File: src/source/la_pipe_pkg.sv
`default_nettype none

package la_pipe_pkg;

    localparam int exc_w = 7;

    // Bit positions in the exception bundle.
    localparam int exc_ale  = 6;
    localparam int exc_adef = 5;
    localparam int exc_ine  = 4;
    localparam int exc_sys  = 3;
    localparam int exc_brk  = 2;
    localparam int exc_int  = 1;
    localparam int exc_ertn = 0;

    localparam logic [5:0] ecode_int  = 6'h00;
    localparam logic [5:0] ecode_adef = 6'h08;
    localparam logic [5:0] ecode_ale  = 6'h09;
    localparam logic [5:0] ecode_sys  = 6'h0B;
    localparam logic [5:0] ecode_brk  = 6'h0C;
    localparam logic [5:0] ecode_ine  = 6'h0D;

    localparam int mem_op_w = 3;

    localparam logic [mem_op_w-1:0] mop_none = 3'd0;
    localparam logic [mem_op_w-1:0] mop_ldw  = 3'd1;
    localparam logic [mem_op_w-1:0] mop_ldb  = 3'd2;  // Sign-extended.
    localparam logic [mem_op_w-1:0] mop_ldbu = 3'd3;  // Zero-extended.
    localparam logic [mem_op_w-1:0] mop_stw  = 3'd4;
    localparam logic [mem_op_w-1:0] mop_stb  = 3'd5;

    localparam logic [31:0] eentry_addr = 32'h1C00_8000;

    localparam int ram_aw = 8;

endpackage

`default_nettype wire

File: src/source/wb_stage.sv
`timescale 1ns/1ns
`default_nettype none

module wb_stage (
    input  wire                             clk,
    input  wire                             resetn,
    input  wire                             ms_to_ws_valid,
    input  wire [31:0]                      ms_pc,
    input  wire                             ms_rf_we,
    input  wire [4:0]                       ms_rf_waddr,
    input  wire [31:0]                      ms_rf_wdata,
    input  wire [la_pipe_pkg::exc_w-1:0]    ms_exc,
    output logic                            ws_allowin,
    output logic                            rf_we,
    output logic [4:0]                      rf_waddr,
    output logic [31:0]                     rf_wdata,
    output logic [31:0]                     ws_pc,
    output logic [la_pipe_pkg::exc_w-1:0]   ws_exc_bits,
    output logic                            ws_exc,
    output logic                            ertn_flush,
    output logic [31:0]                     debug_wb_pc,
    output logic [3:0]                      debug_wb_rf_we,
    output logic [4:0]                      debug_wb_rf_wnum,
    output logic [31:0]                     debug_wb_rf_wdata
);

    logic ws_valid;
    logic ws_ready_go;
    logic ws_rf_we;
    logic ale_exc;
    logic adef_exc;
    logic ine_exc;
    logic sys_exc;
    logic brk_exc;
    logic int_exc;
    logic ertn_bit;

    assign ws_ready_go = 1'b1;
    assign ws_allowin  = ~ws_valid | ws_ready_go;

    always_ff @(posedge clk) begin
        if (!resetn) begin
            ws_valid <= 1'b0;
        end else if (ws_allowin) begin
            ws_valid <= ms_to_ws_valid;
        end
    end

    always_ff @(posedge clk) begin
        if (ms_to_ws_valid & ws_allowin) begin
            ws_pc       <= ms_pc;
            ws_rf_we    <= ms_rf_we;
            rf_waddr    <= ms_rf_waddr;
            rf_wdata    <= ms_rf_wdata;
            ws_exc_bits <= ms_exc;
        end
    end

    assign {ale_exc, adef_exc, ine_exc, sys_exc, brk_exc, int_exc, ertn_bit} = ws_exc_bits;

    assign ws_exc     = ws_valid & (ale_exc | adef_exc | ine_exc | sys_exc | brk_exc | int_exc);
    assign ertn_flush = ws_valid & ertn_bit;

    assign rf_we = ws_valid & ws_rf_we & ~(|ws_exc_bits);  // No write on exception or ertn.

    assign debug_wb_pc       = ws_pc;
    assign debug_wb_rf_we    = {4{rf_we}};
    assign debug_wb_rf_wnum  = rf_waddr;
    assign debug_wb_rf_wdata = rf_wdata;

endmodule

`default_nettype wire

File: config.mk
export PLATFORM = sky130hd
export DESIGN_NAME = wb_stage
export DESIGN_NICKNAME = d
export VERILOG_FILES = /design/src/source/la_pipe_pkg.sv /design/src/source/wb_stage.sv
export SDC_FILE = /design/constraint.sdc
export NUM_CORES = 1
export LEC_CHECK = 0
export BUFFER_PORTS_ARGS = -buffer_cell sky130_fd_sc_hd__buf_4
export CAP_MARGIN = 20
export CORE_ASPECT_RATIO = 0.75
export CORE_MARGIN = 3
export CORE_UTILIZATION = 39
export CTS_CLUSTER_DIAMETER = 40
export CTS_CLUSTER_SIZE = 20
export DETAILED_ROUTE_END_ITERATION = 8
export PLACE_DENSITY = 0.8
export SLEW_MARGIN = 20
export SYNTH_ARGS = -nofsm -noshare
export SYNTH_HDL_FRONTEND = slang
export SYNTH_SLANG_ARGS = --single-unit
File: constraint.sdc
create_clock -name clk -period 1.8 [get_ports clk]
set_input_delay 0.18 -clock clk [delete_from_list [all_inputs] [get_ports clk]]
set_output_delay 0.18 -clock clk [all_outputs]
set_load 0.05 [all_outputs]
---- After elaboration in Yosys (flattened, before gate mapping) ----
Cells that the tools add are included.
W data, S select, Z words.
operators by class
  bitwise logic cells ..................... 10
  reductions and logical operators ........ 1
operators with widths
  operator          count
  $reduce_or A7 Y1  1
  $or A1 B1 Y1      5
  $and A1 B1 Y1     4
  $not A1 Y1        1
storage, ports and cells
  output and inout bits ................... 153
  register bits after elaboration ......... 78
  input port bits ......................... 80
  word-level logic and storage cells ...... 17

---- Depth between registers and ports, before layout ----
Gate-level depths: netlist (run 1).
  depth after elaboration ................. 6
  mapped depth ............................ 3
  mapped depth without buffers ............ 2

---- Least setup slack after synthesis (run 1) ----
No wires, ideal clock.
  path kind ............................... register -> output
  start ................................... register ws_exc_bits[3] in the netlist's numbering
  end ..................................... output debug_wb_rf_we[0]
  cell stages (with the launch flop) ...... 4
  buffers on the path ..................... 1
  required time ........................... 1.620 ns
  slack ................................... -1.048 ns
  data arrival time ....................... 2.668 ns
  path through ............................ edfxtp_1 -> or4_4 -> nor4_2 -> buf_4
between the ends
  word-level cells in the longest chain between the ends .. 3
RTL lines
  element                 line            RTL
  from (decl)             wb_stage.sv:18  output logic [la_pipe_pkg::exc_w-1:0] ws_exc_bits,
  from (signal assigned)  wb_stage.sv:55  ws_exc_bits <= ms_exc;
  $reduce_or A7 Y1        wb_stage.sv:64  assign rf_we = ws_valid & ws_rf_we & ~(|ws_exc_bits);
  $not A1 Y1              wb_stage.sv:64
  $and A1 B1 Y1           wb_stage.sv:64
  to (decl)               wb_stage.sv:22  output logic [3:0] debug_wb_rf_we,
No other way between the ends.

---- Worst setup path in the final report (run 1) ----
  start ................................... register ws_exc_bits[3] in the netlist's numbering
  end ..................................... output debug_wb_rf_we[2]
Same word-level chain as after synthesis.

==> reports/results.tsv, run 1 <==
stage	metric	value	unit
setup_path	cp.depth	4	
setup_path	crit_buf_inv	2	
die	die_y	81.2	um
cells_and_area	synthToLayoutAreaGrowth	78.9	%
yosys	ys_seq_area_frac	0.792	
power	power_frac_seq	0.444	
yosys	netlist_top_cells_area	edfxtp_1 79%, buf_4 19%, dfxtp_1 0.68%, and2_1 0.42%, nor4_2 0.42%	
yosys	synth.most_common_cell	edfxtp_1	
cells_and_area	finish.utilization	0.746	
timing	period_minus_slack	2.11	ns
power	p_int	3210	uW
hold_path	hp-class	in -> reg	
power	cellLeakagePower	0.00232	uW
yosys	syn_inst	159	
clock_tree	cts_buffer_depth	2	
run_status	status	complete, but fails checks	
yosys	yosys_warnings	0	
place	place_congestion	0.715	
setup_path	max_stage_delay	0.59	ns
yosys	synth_area	2940	um2
cells_and_area	drive_gt1_frac	0.610	
timing	slew_violations	0	
detailed_routing	firstDrtPassIters	6	
yosys	syn_avg_cell_area	18.5	um2
setup_path	crit_chain	or4_4, nor4_4, buf_6, buf_6	
timing	min_period_over_period	1.17	
power	power.switching	1860	uW
setup_path	crit_path_max_fanout	5	
setup_path	cp_common_cell	buf_6	
die	rows	26	
power	vdd.ir_drop.worst	0.542	mV
clock_tree	cts_sinks	78	
setup_path	cp-start-kind	flop	
cells_and_area	fillers	428	
detailed_routing	wirelength	9430	um
cells_and_area	layout.nets	488	
setup_path	cp-end-kind	output pin	
yosys	synth_flop_cell	edfxtp_1	
detailed_routing	vias_per_cell	4.30	
global_route	antenna_found_initial	0	
yosys	synthArstFlopShare	0	
timing	max_freq	0.475	GHz
timing	setup_slack	-0.306	ns
power	power_density	963	nW/um2
power	p_total	5070	uW
place	dpl-instance-area	4280	um2
timing	hold_viol_final	0	
setup_path	cp.arrival	1.93	ns
timing	whs	0.0496	ns
setup_path	crit_family	simple AND/OR/NAND/NOR gates	
die	num_io_pins	233	
yosys	synth_cell_types	9	
clock_tree	numCtsBuffers	9	
detailed_routing	ant_nets	0	
global_route	first_global_vias	2253	
clock_tree	h-tree-depth	3	
yosys	netlist_top_cells_count	77 x edfxtp_1, 74 x buf_4, 2 x and2_1	
place	io_buffer_count	231	
run_status	violations	setup timing	
global_route	grt_overflow	0	
cells_and_area	final_area	5270	um2
detailed_routing	drcViolationCount	0	
place	pre_cts_ws	0.154	ns
power	swShare	0.367	
die	dieArea	8640	um2
detailed_routing	num_vias	2197	
global_route	grt_use_total	0.195	
yosys	synthesis.nets	239	
run	drv_cap	0	
clock_tree	cts_tree	done	
yosys	synth_top_cell_by_area	edfxtp_1	
setup_path	criticalPathCategory	reg -> out	
yosys	ys_seq_elements	78	
power	p_comb_frac	0.332	
detailed_routing	avgRoutedWirePerCell	18.5	um
cells_and_area	insertedDiodeCount	0	
timing	setup_viol	6	
power	p_clk_frac	0.223	
die	core_area	7060	um2
clock_tree	root_buffer	clkbuf_8	
clock_tree	clkSlewWorstSetupHoldPaths	0.08	ns
global_route	grt_pass1_wl	12500	um
setup_path	crit_required	1.62	ns
global_route	grt_max_degree	79	
setup_path	crit_path_top_delay_cell	or4_4	
yosys	synth_top_cell_area_share	0.785	
yosys	synth_edf_count	77	
detailed_routing	drt_iter0_drc	87	
place	place_hpwl	5550	um
timing	rsz0062_at_grt	yes	
hold_path	hold_depth	2	
die	initial_core_util	0.417	
die	die_w	106	um
## path summary, 6_finish.rpt
| check | startpoint | to |
|---|---|---|
| setup / recovery | ws_exc_bits[3] | debug_wb_rf_we[2] |
| hold / removal | resetn | ws_valid |
## cell type report
| cell class | instances | area [um2] | share of cell area |
|---|---|---|---|
| clock buffers | 11 | 131 | 0.0249 |
| clock inverters | 5 | 36.3 | 0.00689 |
| multi-input cells | 7 | 66.3 | 0.0126 |
| flip-flops and latches | 78 | 2330 | 0.443 |
| well taps | 98 | 123 | 0.0233 |
| repair buffers | 312 | 2580 | 0.489 |
## cells in the final DEF, fill, tap and decap left out, drive strengths merged
master and instances:
nor4 1, dlygate4sd3 77, clkinv 2, dfxtp 1
clkbuf 11, edfxtp 77, and2 2, conb 1
or4 1, nand3b 1, o31a 1, buf 235
clkinvlp 3
## logic make-up after synthesis
logic type	share of synthesized area
other	0.00127
buffers and inverters	0.189
AOI/OAI and AO/OA	0.00298
and+or+nand+nor	0.0149
DFF	0.792
## state kept, by name (all words and copies together) (netlist names)
signal / cells
ws_exc_bits: 7
debug_wb_rf_wnum: 5
ws_valid: 1
debug_wb_rf_wdata: 32
ws_rf_we: 1
debug_wb_pc: 32
## stage by stage
stage	cells	setup TNS, ns
after floorplan	159	-2.48
after global placement	415	0
after detailed placement	415	0
after CTS	494	-1.32
after global routing	511	-2.04
final	511	-1.73
## power groups by stage
stage	sequential [uW]	clock, uW	combinational [uW]
floorplan	2750	0	633
global placement	2270	0	1520
detailed placement	2280	0	1530
CTS	2250	1160	1650
global route	2270	1250	1730
finish	2250	1130	1690
## routing by layer
layer  global-route usage  share of wire  vias up
li1                     -              -      991
met1                0.191           0.34     1064
met2                0.370           0.55      134
met3                0.102          0.098        8
met4               0.0440         0.0067        0
met5                    0              0        -
## repair_timing
item,CTS,global route
pin swaps,0,1
endpoints found under the setup margin,6,6
buffers inserted,1,2
gates resized for setup,1,7
endpoints found under the hold margin,62,15
hold buffers,62,15
No activity file was read; power rests on OpenSTA's default activity.
==> inputs of run 2 (changes only) <==
--- a/config.mk
+++ b/config.mk
@@ -5,6 +5,7 @@
 export SDC_FILE = /design/constraint.sdc
 export NUM_CORES = 1
 export LEC_CHECK = 0
+export ABC_AREA = 1
 export BUFFER_PORTS_ARGS = -buffer_cell sky130_fd_sc_hd__buf_4
 export CAP_MARGIN = 20
 export CORE_ASPECT_RATIO = 0.75
==> run 2 against run 1 <==
Effect of this change: the run now ends clean; first-iteration DRC count fell by 34%; synthesized area is essentially flat; flip-flop and latch count is the same; via count is 2.5% lower; clock power up 49%; highest routed layer unchanged; fmax is 28% higher.
==> reports/results.tsv, run 2 <==
stage	metric	value	unit	change
cells_and_area	insertedDiodeCount	0		unchanged
setup_path	criticalPathCategory	reg -> out		
power	vdd.ir_drop.worst	0.588	mV	+8.4%
die	num_io_pins	233		unchanged
clock_tree	h-tree-depth	3		unchanged
cells_and_area	layout.nets	491		+0.61%
place	io_buffer_count	231		unchanged
yosys	synth_top_cell_by_area	edfxtp_1		
setup_path	cp.arrival	1.46	ns	-0.47 ns
yosys	netlist_top_cells_count	77 x edfxtp_1, 74 x buf_4, 4 x nor2_1, 3 x inv_1, 3 x nand2_1		
clock_tree	numCtsBuffers	9		unchanged
cells_and_area	ff_latch_area	2330	um2	unchanged
timing	setup_tns	0	ns	+1.73 ns
detailed_routing	wirelength	8460	um	-10%
global_route	first_global_vias	2219		-1.5%
detailed_routing	vias_per_cell	4.17		-3.0%
die	rows	26		unchanged
detailed_routing	firstDrtPassIters	4		-2
power	p_total	5600	uW	+10%
yosys	syn_inst	165		+3.8%
power	power_density	1050	nW/um2	+9.6%
cells_and_area	drive_gt1_frac	0.594		-0.0164
yosys	synth.most_common_cell	edfxtp_1		
setup_path	cp-end-kind	output pin		
detailed_routing	avgRoutedWirePerCell	16.5	um	-11%
clock_tree	clkSlewWorstSetupHoldPaths	0.08	ns	about the same
yosys	synth_top_cell_area_share	0.786		about the same
hold_path	hold_depth	1		-1
detailed_routing	drt_iter0_drc	57		-34%
global_route	grt_pass1_wl	11500	um	-7.9%
cells_and_area	final_common_cell	buf_4		
yosys	ys_seq_elements	78		unchanged
yosys	syn_avg_cell_area	17.8	um2	-3.7%
timing	min_period_over_period	0.914		-0.256
hold_path	hp-class	in -> reg		
detailed_routing	drcViolationCount	0		unchanged
timing	slew_violations	0		unchanged
yosys	yosys_warnings	0		unchanged
timing	setup_viol	0		-6
timing	max_freq	0.608	GHz	+28%
die	die_w	106	um	about the same
run_status	status	complete, no violations		
clock_tree	root_buffer	clkbuf_8		
yosys	synth_area	2940	um2	about the same
power	cellLeakagePower	0.00238	uW	+2.4%
die	core_area	7060	um2	unchanged
timing	hold_viol_final	0		unchanged
timing	period_minus_slack	1.64	ns	-0.461 ns
place	place_congestion	0.683		-4.5%
cells_and_area	synthToLayoutAreaGrowth	80.4	%	
timing	rsz0062_at_grt	no		
yosys	ys_seq_area_frac	0.793		about the same
cells_and_area	final_cell_mix	231 x buf_4, 77 x edfxtp_1, 77 x dlygate4sd3_1		
die	dieArea	8630	um2	about the same
yosys	synth_flop_cell	edfxtp_1		
detailed_routing	ant_nets	0		unchanged
setup_path	cp-start-kind	flop		
detailed_routing	num_vias	2143		-2.5%
clock_tree	cts_buffer_depth	2		unchanged
yosys	netlist_top_cells_area	edfxtp_1 79%, buf_4 19%, dfxtp_1 0.68%, nor2_1 0.51%, inv_1 0.38%		
global_route	antenna_found_initial	0		unchanged
clock_tree	cts_tree	done		
global_route	grt_max_degree	79		unchanged
die	initial_core_util	0.417		about the same
cells_and_area	multi_input_comb_area	50.0	um2	-25%
place	place_hpwl	5420	um	-2.3%
yosys	synth_edf_count	77		unchanged
global_route	grt_overflow	0		unchanged
yosys	synthArstFlopShare	0		unchanged
clock_tree	cts_resized	0		-1
clock_tree	cts_sinks	78		unchanged
yosys	synthesis.nets	245		+2.5%
global_route	grt_use_total	0.182		-0.0137
run	drv_cap	0		unchanged
die	die_y	81.2	um	about the same
yosys	synth_cell_types	9		unchanged
cells_and_area	fillers	411		-4.0%
setup_path	crit_required	1.62	ns	about the same
setup_path	crit_path_max_fanout	5		unchanged
[run 2: cell families after synthesis]
family,after synthesis,share of synthesized area
buf+inv,77,0.193
other cells,1,0.00127
flops,78,0.793
simple gates,9,0.0132
[run 2: worst paths after layout]
check / startpoint / end / slack, ns
worst max-delay path: ws_exc_bits[5] / debug_wb_rf_we[3] / 0.16
worst min-delay path: ms_pc[17] / debug_wb_pc[17] / 0.03
[run 2: report_power, final]
group | internal (uW) | switching, uW
combinational | 541 | 1130
sequential | 2160 | 85.2
clock | 1100 | 581
[run 2: worst max-delay path: stages (launching register included)]
cell and delay [ns]:
edfxtp_1 0.40, nor2_1 0.16, nand3_1 0.17, nor2_4 0.17, buf_4 0.23
[run 2: stage by stage]
stage,hold WS [ns],utilization,area (um2),instances,worst slack (ns)
after floorplan,0.273,-,2950,165,0.114
after global placement,0.358,0.605,4270,421,0.620
after detailed placement,0.359,0.605,4270,421,0.526
after CTS,0.000217,0.732,5170,500,0.137
after global routing,0.00494,0.752,5310,514,0.0458
final,0.0343,0.752,5310,514,0.155
[run 2: layout make-up]
type,count,area share
timing repair buffer,309,0.476
sequential,78,0.440
clock buffer,12,0.0274
tap,98,0.0231
clock inverter,4,0.0226
multi-input combinational,10,0.00943
inverter,3,0.00212
[run 2: what timing repair did]
action,in CTS,in global routing
hold buffers,63,14
setup buffers,0,0
hold endpoints to repair,63,14
[run 2: layer usage]
layer	global-route usage	part of all wire	up-vias
met5	0	0	-
met4	0.0582	0.014	0
met3	0.0929	0.10	9
met2	0.334	0.55	137
met1	0.180	0.34	1007
li1	-	-	990
==> inputs of run 3 (changes only) <==
--- a/config.mk
+++ b/config.mk
@@ -8,13 +8,16 @@
 export ABC_AREA = 1
 export BUFFER_PORTS_ARGS = -buffer_cell sky130_fd_sc_hd__buf_4
 export CAP_MARGIN = 20
+export CELL_PAD_IN_SITES_DETAIL_PLACEMENT = 0
+export CELL_PAD_IN_SITES_GLOBAL_PLACEMENT = 1
 export CORE_ASPECT_RATIO = 0.75
 export CORE_MARGIN = 3
-export CORE_UTILIZATION = 39
+export CORE_UTILIZATION = 29
 export CTS_CLUSTER_DIAMETER = 40
 export CTS_CLUSTER_SIZE = 20
 export DETAILED_ROUTE_END_ITERATION = 8
-export PLACE_DENSITY = 0.8
+export PLACE_DENSITY_LB_ADDON = 0.1
+export REMOVE_ABC_BUFFERS = 1
 export SLEW_MARGIN = 20
 export SYNTH_ARGS = -nofsm -noshare
 export SYNTH_HDL_FRONTEND = slang
==> run 3 against run 2 <==
Effect of this change: sequential power is essentially flat; combinational power fell by 9%; routed wire length decreased by 15%; count of clock-buffer cells in the layout shrank 1; setup slack improved by 0.078 ns; critical path depth stayed put; first-iteration DRC count increased by 26%; worst hold slack worse by 0.0076 ns; non-clock buffer count decreased by 76; fmax is 5.0% higher; power is 2.8% higher; largest cell class is now sequential cells; largest power group unchanged; highest routed layer unchanged.
==> reports/results.tsv, run 3 (same netlist as run 2, synthesis figures left out) <==
stage	metric	value	unit	change
place	place_congestion	0.685		+0.31%
detailed_routing	firstDrtPassIters	4		unchanged
place	place_inst	455		+8.1%
die	core_area	9770	um2	+38%
timing	setup_slack	0.233	ns	+0.0776 ns
detailed_routing	wirelength	7150	um	-15%
detailed_routing	drcViolationCount	0		unchanged
setup_path	crit_path_top_delay_cell	edfxtp_1		
die	die_w	122	um	+15%
timing	period_minus_slack	1.57	ns	-0.0776 ns
clock_tree	h-tree-depth	3		unchanged
detailed_routing	drt_iter0_drc	72		+26%
clock_tree	post_cts_buffers	0		unchanged
global_route	grt_max_degree	79		unchanged
cells_and_area	finish.utilization	0.476		-0.276
cells_and_area	drive_gt1_frac	0.721		+0.127
cells_and_area	synthToLayoutAreaGrowth	58.0	%	
run	drv_cap	0		unchanged
die	dieArea	11400	um2	+32%
cells_and_area	insertedDiodeCount	0		unchanged
detailed_routing	num_vias	1829		-15%
timing	max_freq	0.638	GHz	+5.0%
global_route	first_global_vias	1775		-20%
global_route	antenna_found_initial	0		unchanged
clock_tree	root_buffer	clkbuf_16		
clock_tree	clkSlewWorstSetupHoldPaths	0.06	ns	-0.02 ns
cells_and_area	layout.nets	415		-15%
timing	hold_viol_final	0		unchanged
timing	whs	0.0267	ns	-0.00759 ns
power	vdd.ir_drop.worst	0.557	mV	-5.3%
clock_tree	cts_tree	done		
setup_path	cp-start-kind	flop		
setup_path	criticalPathCategory	reg -> out		
clock_tree	cts_buffer_depth	2		unchanged
global_route	grt_use_total	0.119		-0.0624
die	rows	31		+19%
setup_path	crit_required	1.62	ns	about the same
cells_and_area	fillers	884		+120%
cells_and_area	instances_no_fill	472		-8.2%
timing	setup_viol	0		unchanged
place	io_buffer_count	231		unchanged
setup_path	cp-end-kind	output pin		
global_route	grt_overflow	0		unchanged
clock_tree	cts_sinks	78		unchanged
hold_path	hp-class	in -> reg		
detailed_routing	ant_nets	0		unchanged
timing	min_period_over_period	0.871		-0.0431
cells_and_area	final_cell_mix	231 x buf_4, 77 x edfxtp_1, 9 x clkbuf_16		
timing	slew_violations	0		unchanged
die	die_y	93.2	um	+15%
power	power_density	1240	nW/um2	+17%
die	initial_core_util	0.301		-0.116
place	place_hpwl	5480	um	+1.0%
global_route	grt_pass1_wl	9820	um	-15%
clock_tree	numCtsBuffers	9		unchanged
setup_path	crit_path_max_fanout	5		unchanged
detailed_routing	vias_per_cell	3.88		-7.1%
setup_path	crit_chain	nor2_1, nand3_1, nor2_2, buf_4		
setup_path	max_stage_delay	0.40	ns	about the same
power	cellLeakagePower	0.00209	uW	-12%
run_status	status	complete, no violations		
detailed_routing	avgRoutedWirePerCell	15.1	um	-7.9%
place	pre_cts_ws	0.480	ns	-0.0465 ns
die	num_io_pins	233		unchanged
cells_and_area	final_common_cell	buf_4		
setup_path	cp.arrival	1.39	ns	-0.07 ns
timing	rsz0062_at_grt	no		
## run 3: changes by cell type in the layout (fill, tap and decap cells not counted)
cell / before / now
nor2_2: 0 / 1
clkbuf_8: 10 / 0
nor2_4: 1 / 0
bufinv_16: 4 / 3
clkbuf_16: 0 / 9
dlygate4sd3_1: 77 / 1
clkinv_1: 0 / 2
## run 3: path summary, 6_finish.rpt
check      startpoint                end  slack, ns  cells past startpoint
max    ws_exc_bits[5]  debug_wb_rf_we[3]       0.23                      4
min          ms_pc[2]     debug_wb_pc[2]       0.03                      1
## run 3: per-stage QoR
stage / total power [uW] / instance area (um2) / setup TNS (ns)
after CTS: 5840 / 4640 / 0
after detailed placement: 3810 / 4310 / 0
after global placement: 3810 / 4310 / 0
after floorplan: 3210 / 2390 / -11.59
after global routing: 5970 / 4650 / 0
final: 5750 / 4650 / 0
## run 3: routing by layer
layer,share of wire,GRT usage,vias to the layer above
met4,0.014,0.0475,0
met2,0.48,0.194,145
li1,-,-,843
met1,0.35,0.125,832
met5,0,0,-
met3,0.15,0.0738,9
## run 3: repair_timing
item                                   4_1_cts  5_1_grt
hold buffers                                 0        1
gates resized for setup                      0        1
setup endpoints to repair                    0        5
endpoints found under the hold margin        0        1
## run 3: worst max-delay path, delay by kind of cell (launching register included)
family / cells / cell delay (ns)
AND/OR/NAND/NOR: 3 / 0.44
flip-flops: 1 / 0.40
buffers and inverters: 1 / 0.23
## run 3: area by class of cell
| class | count | area, um2 | share of cell area |
|---|---|---|---|
| Timing Repair Buffer | 233 | 1760 | 0.380 |
| Clock inverter | 5 | 97.6 | 0.0210 |
| Sequential cell | 78 | 2330 | 0.502 |
| Multi-Input combinational cell | 10 | 45.0 | 0.00969 |
| Tap cell | 132 | 165 | 0.0355 |
| Inverter | 3 | 11.3 | 0.00242 |
| Clock buffer | 11 | 233 | 0.0501 |
## run 3: power by group
group	switching [uW]	internal (uW)	total [uW]	leakage, uW
combinational	1080	433	1520	0.00117
sequential	80.7	2160	2240	0.000762
clock	647	1350	1990	0.000159
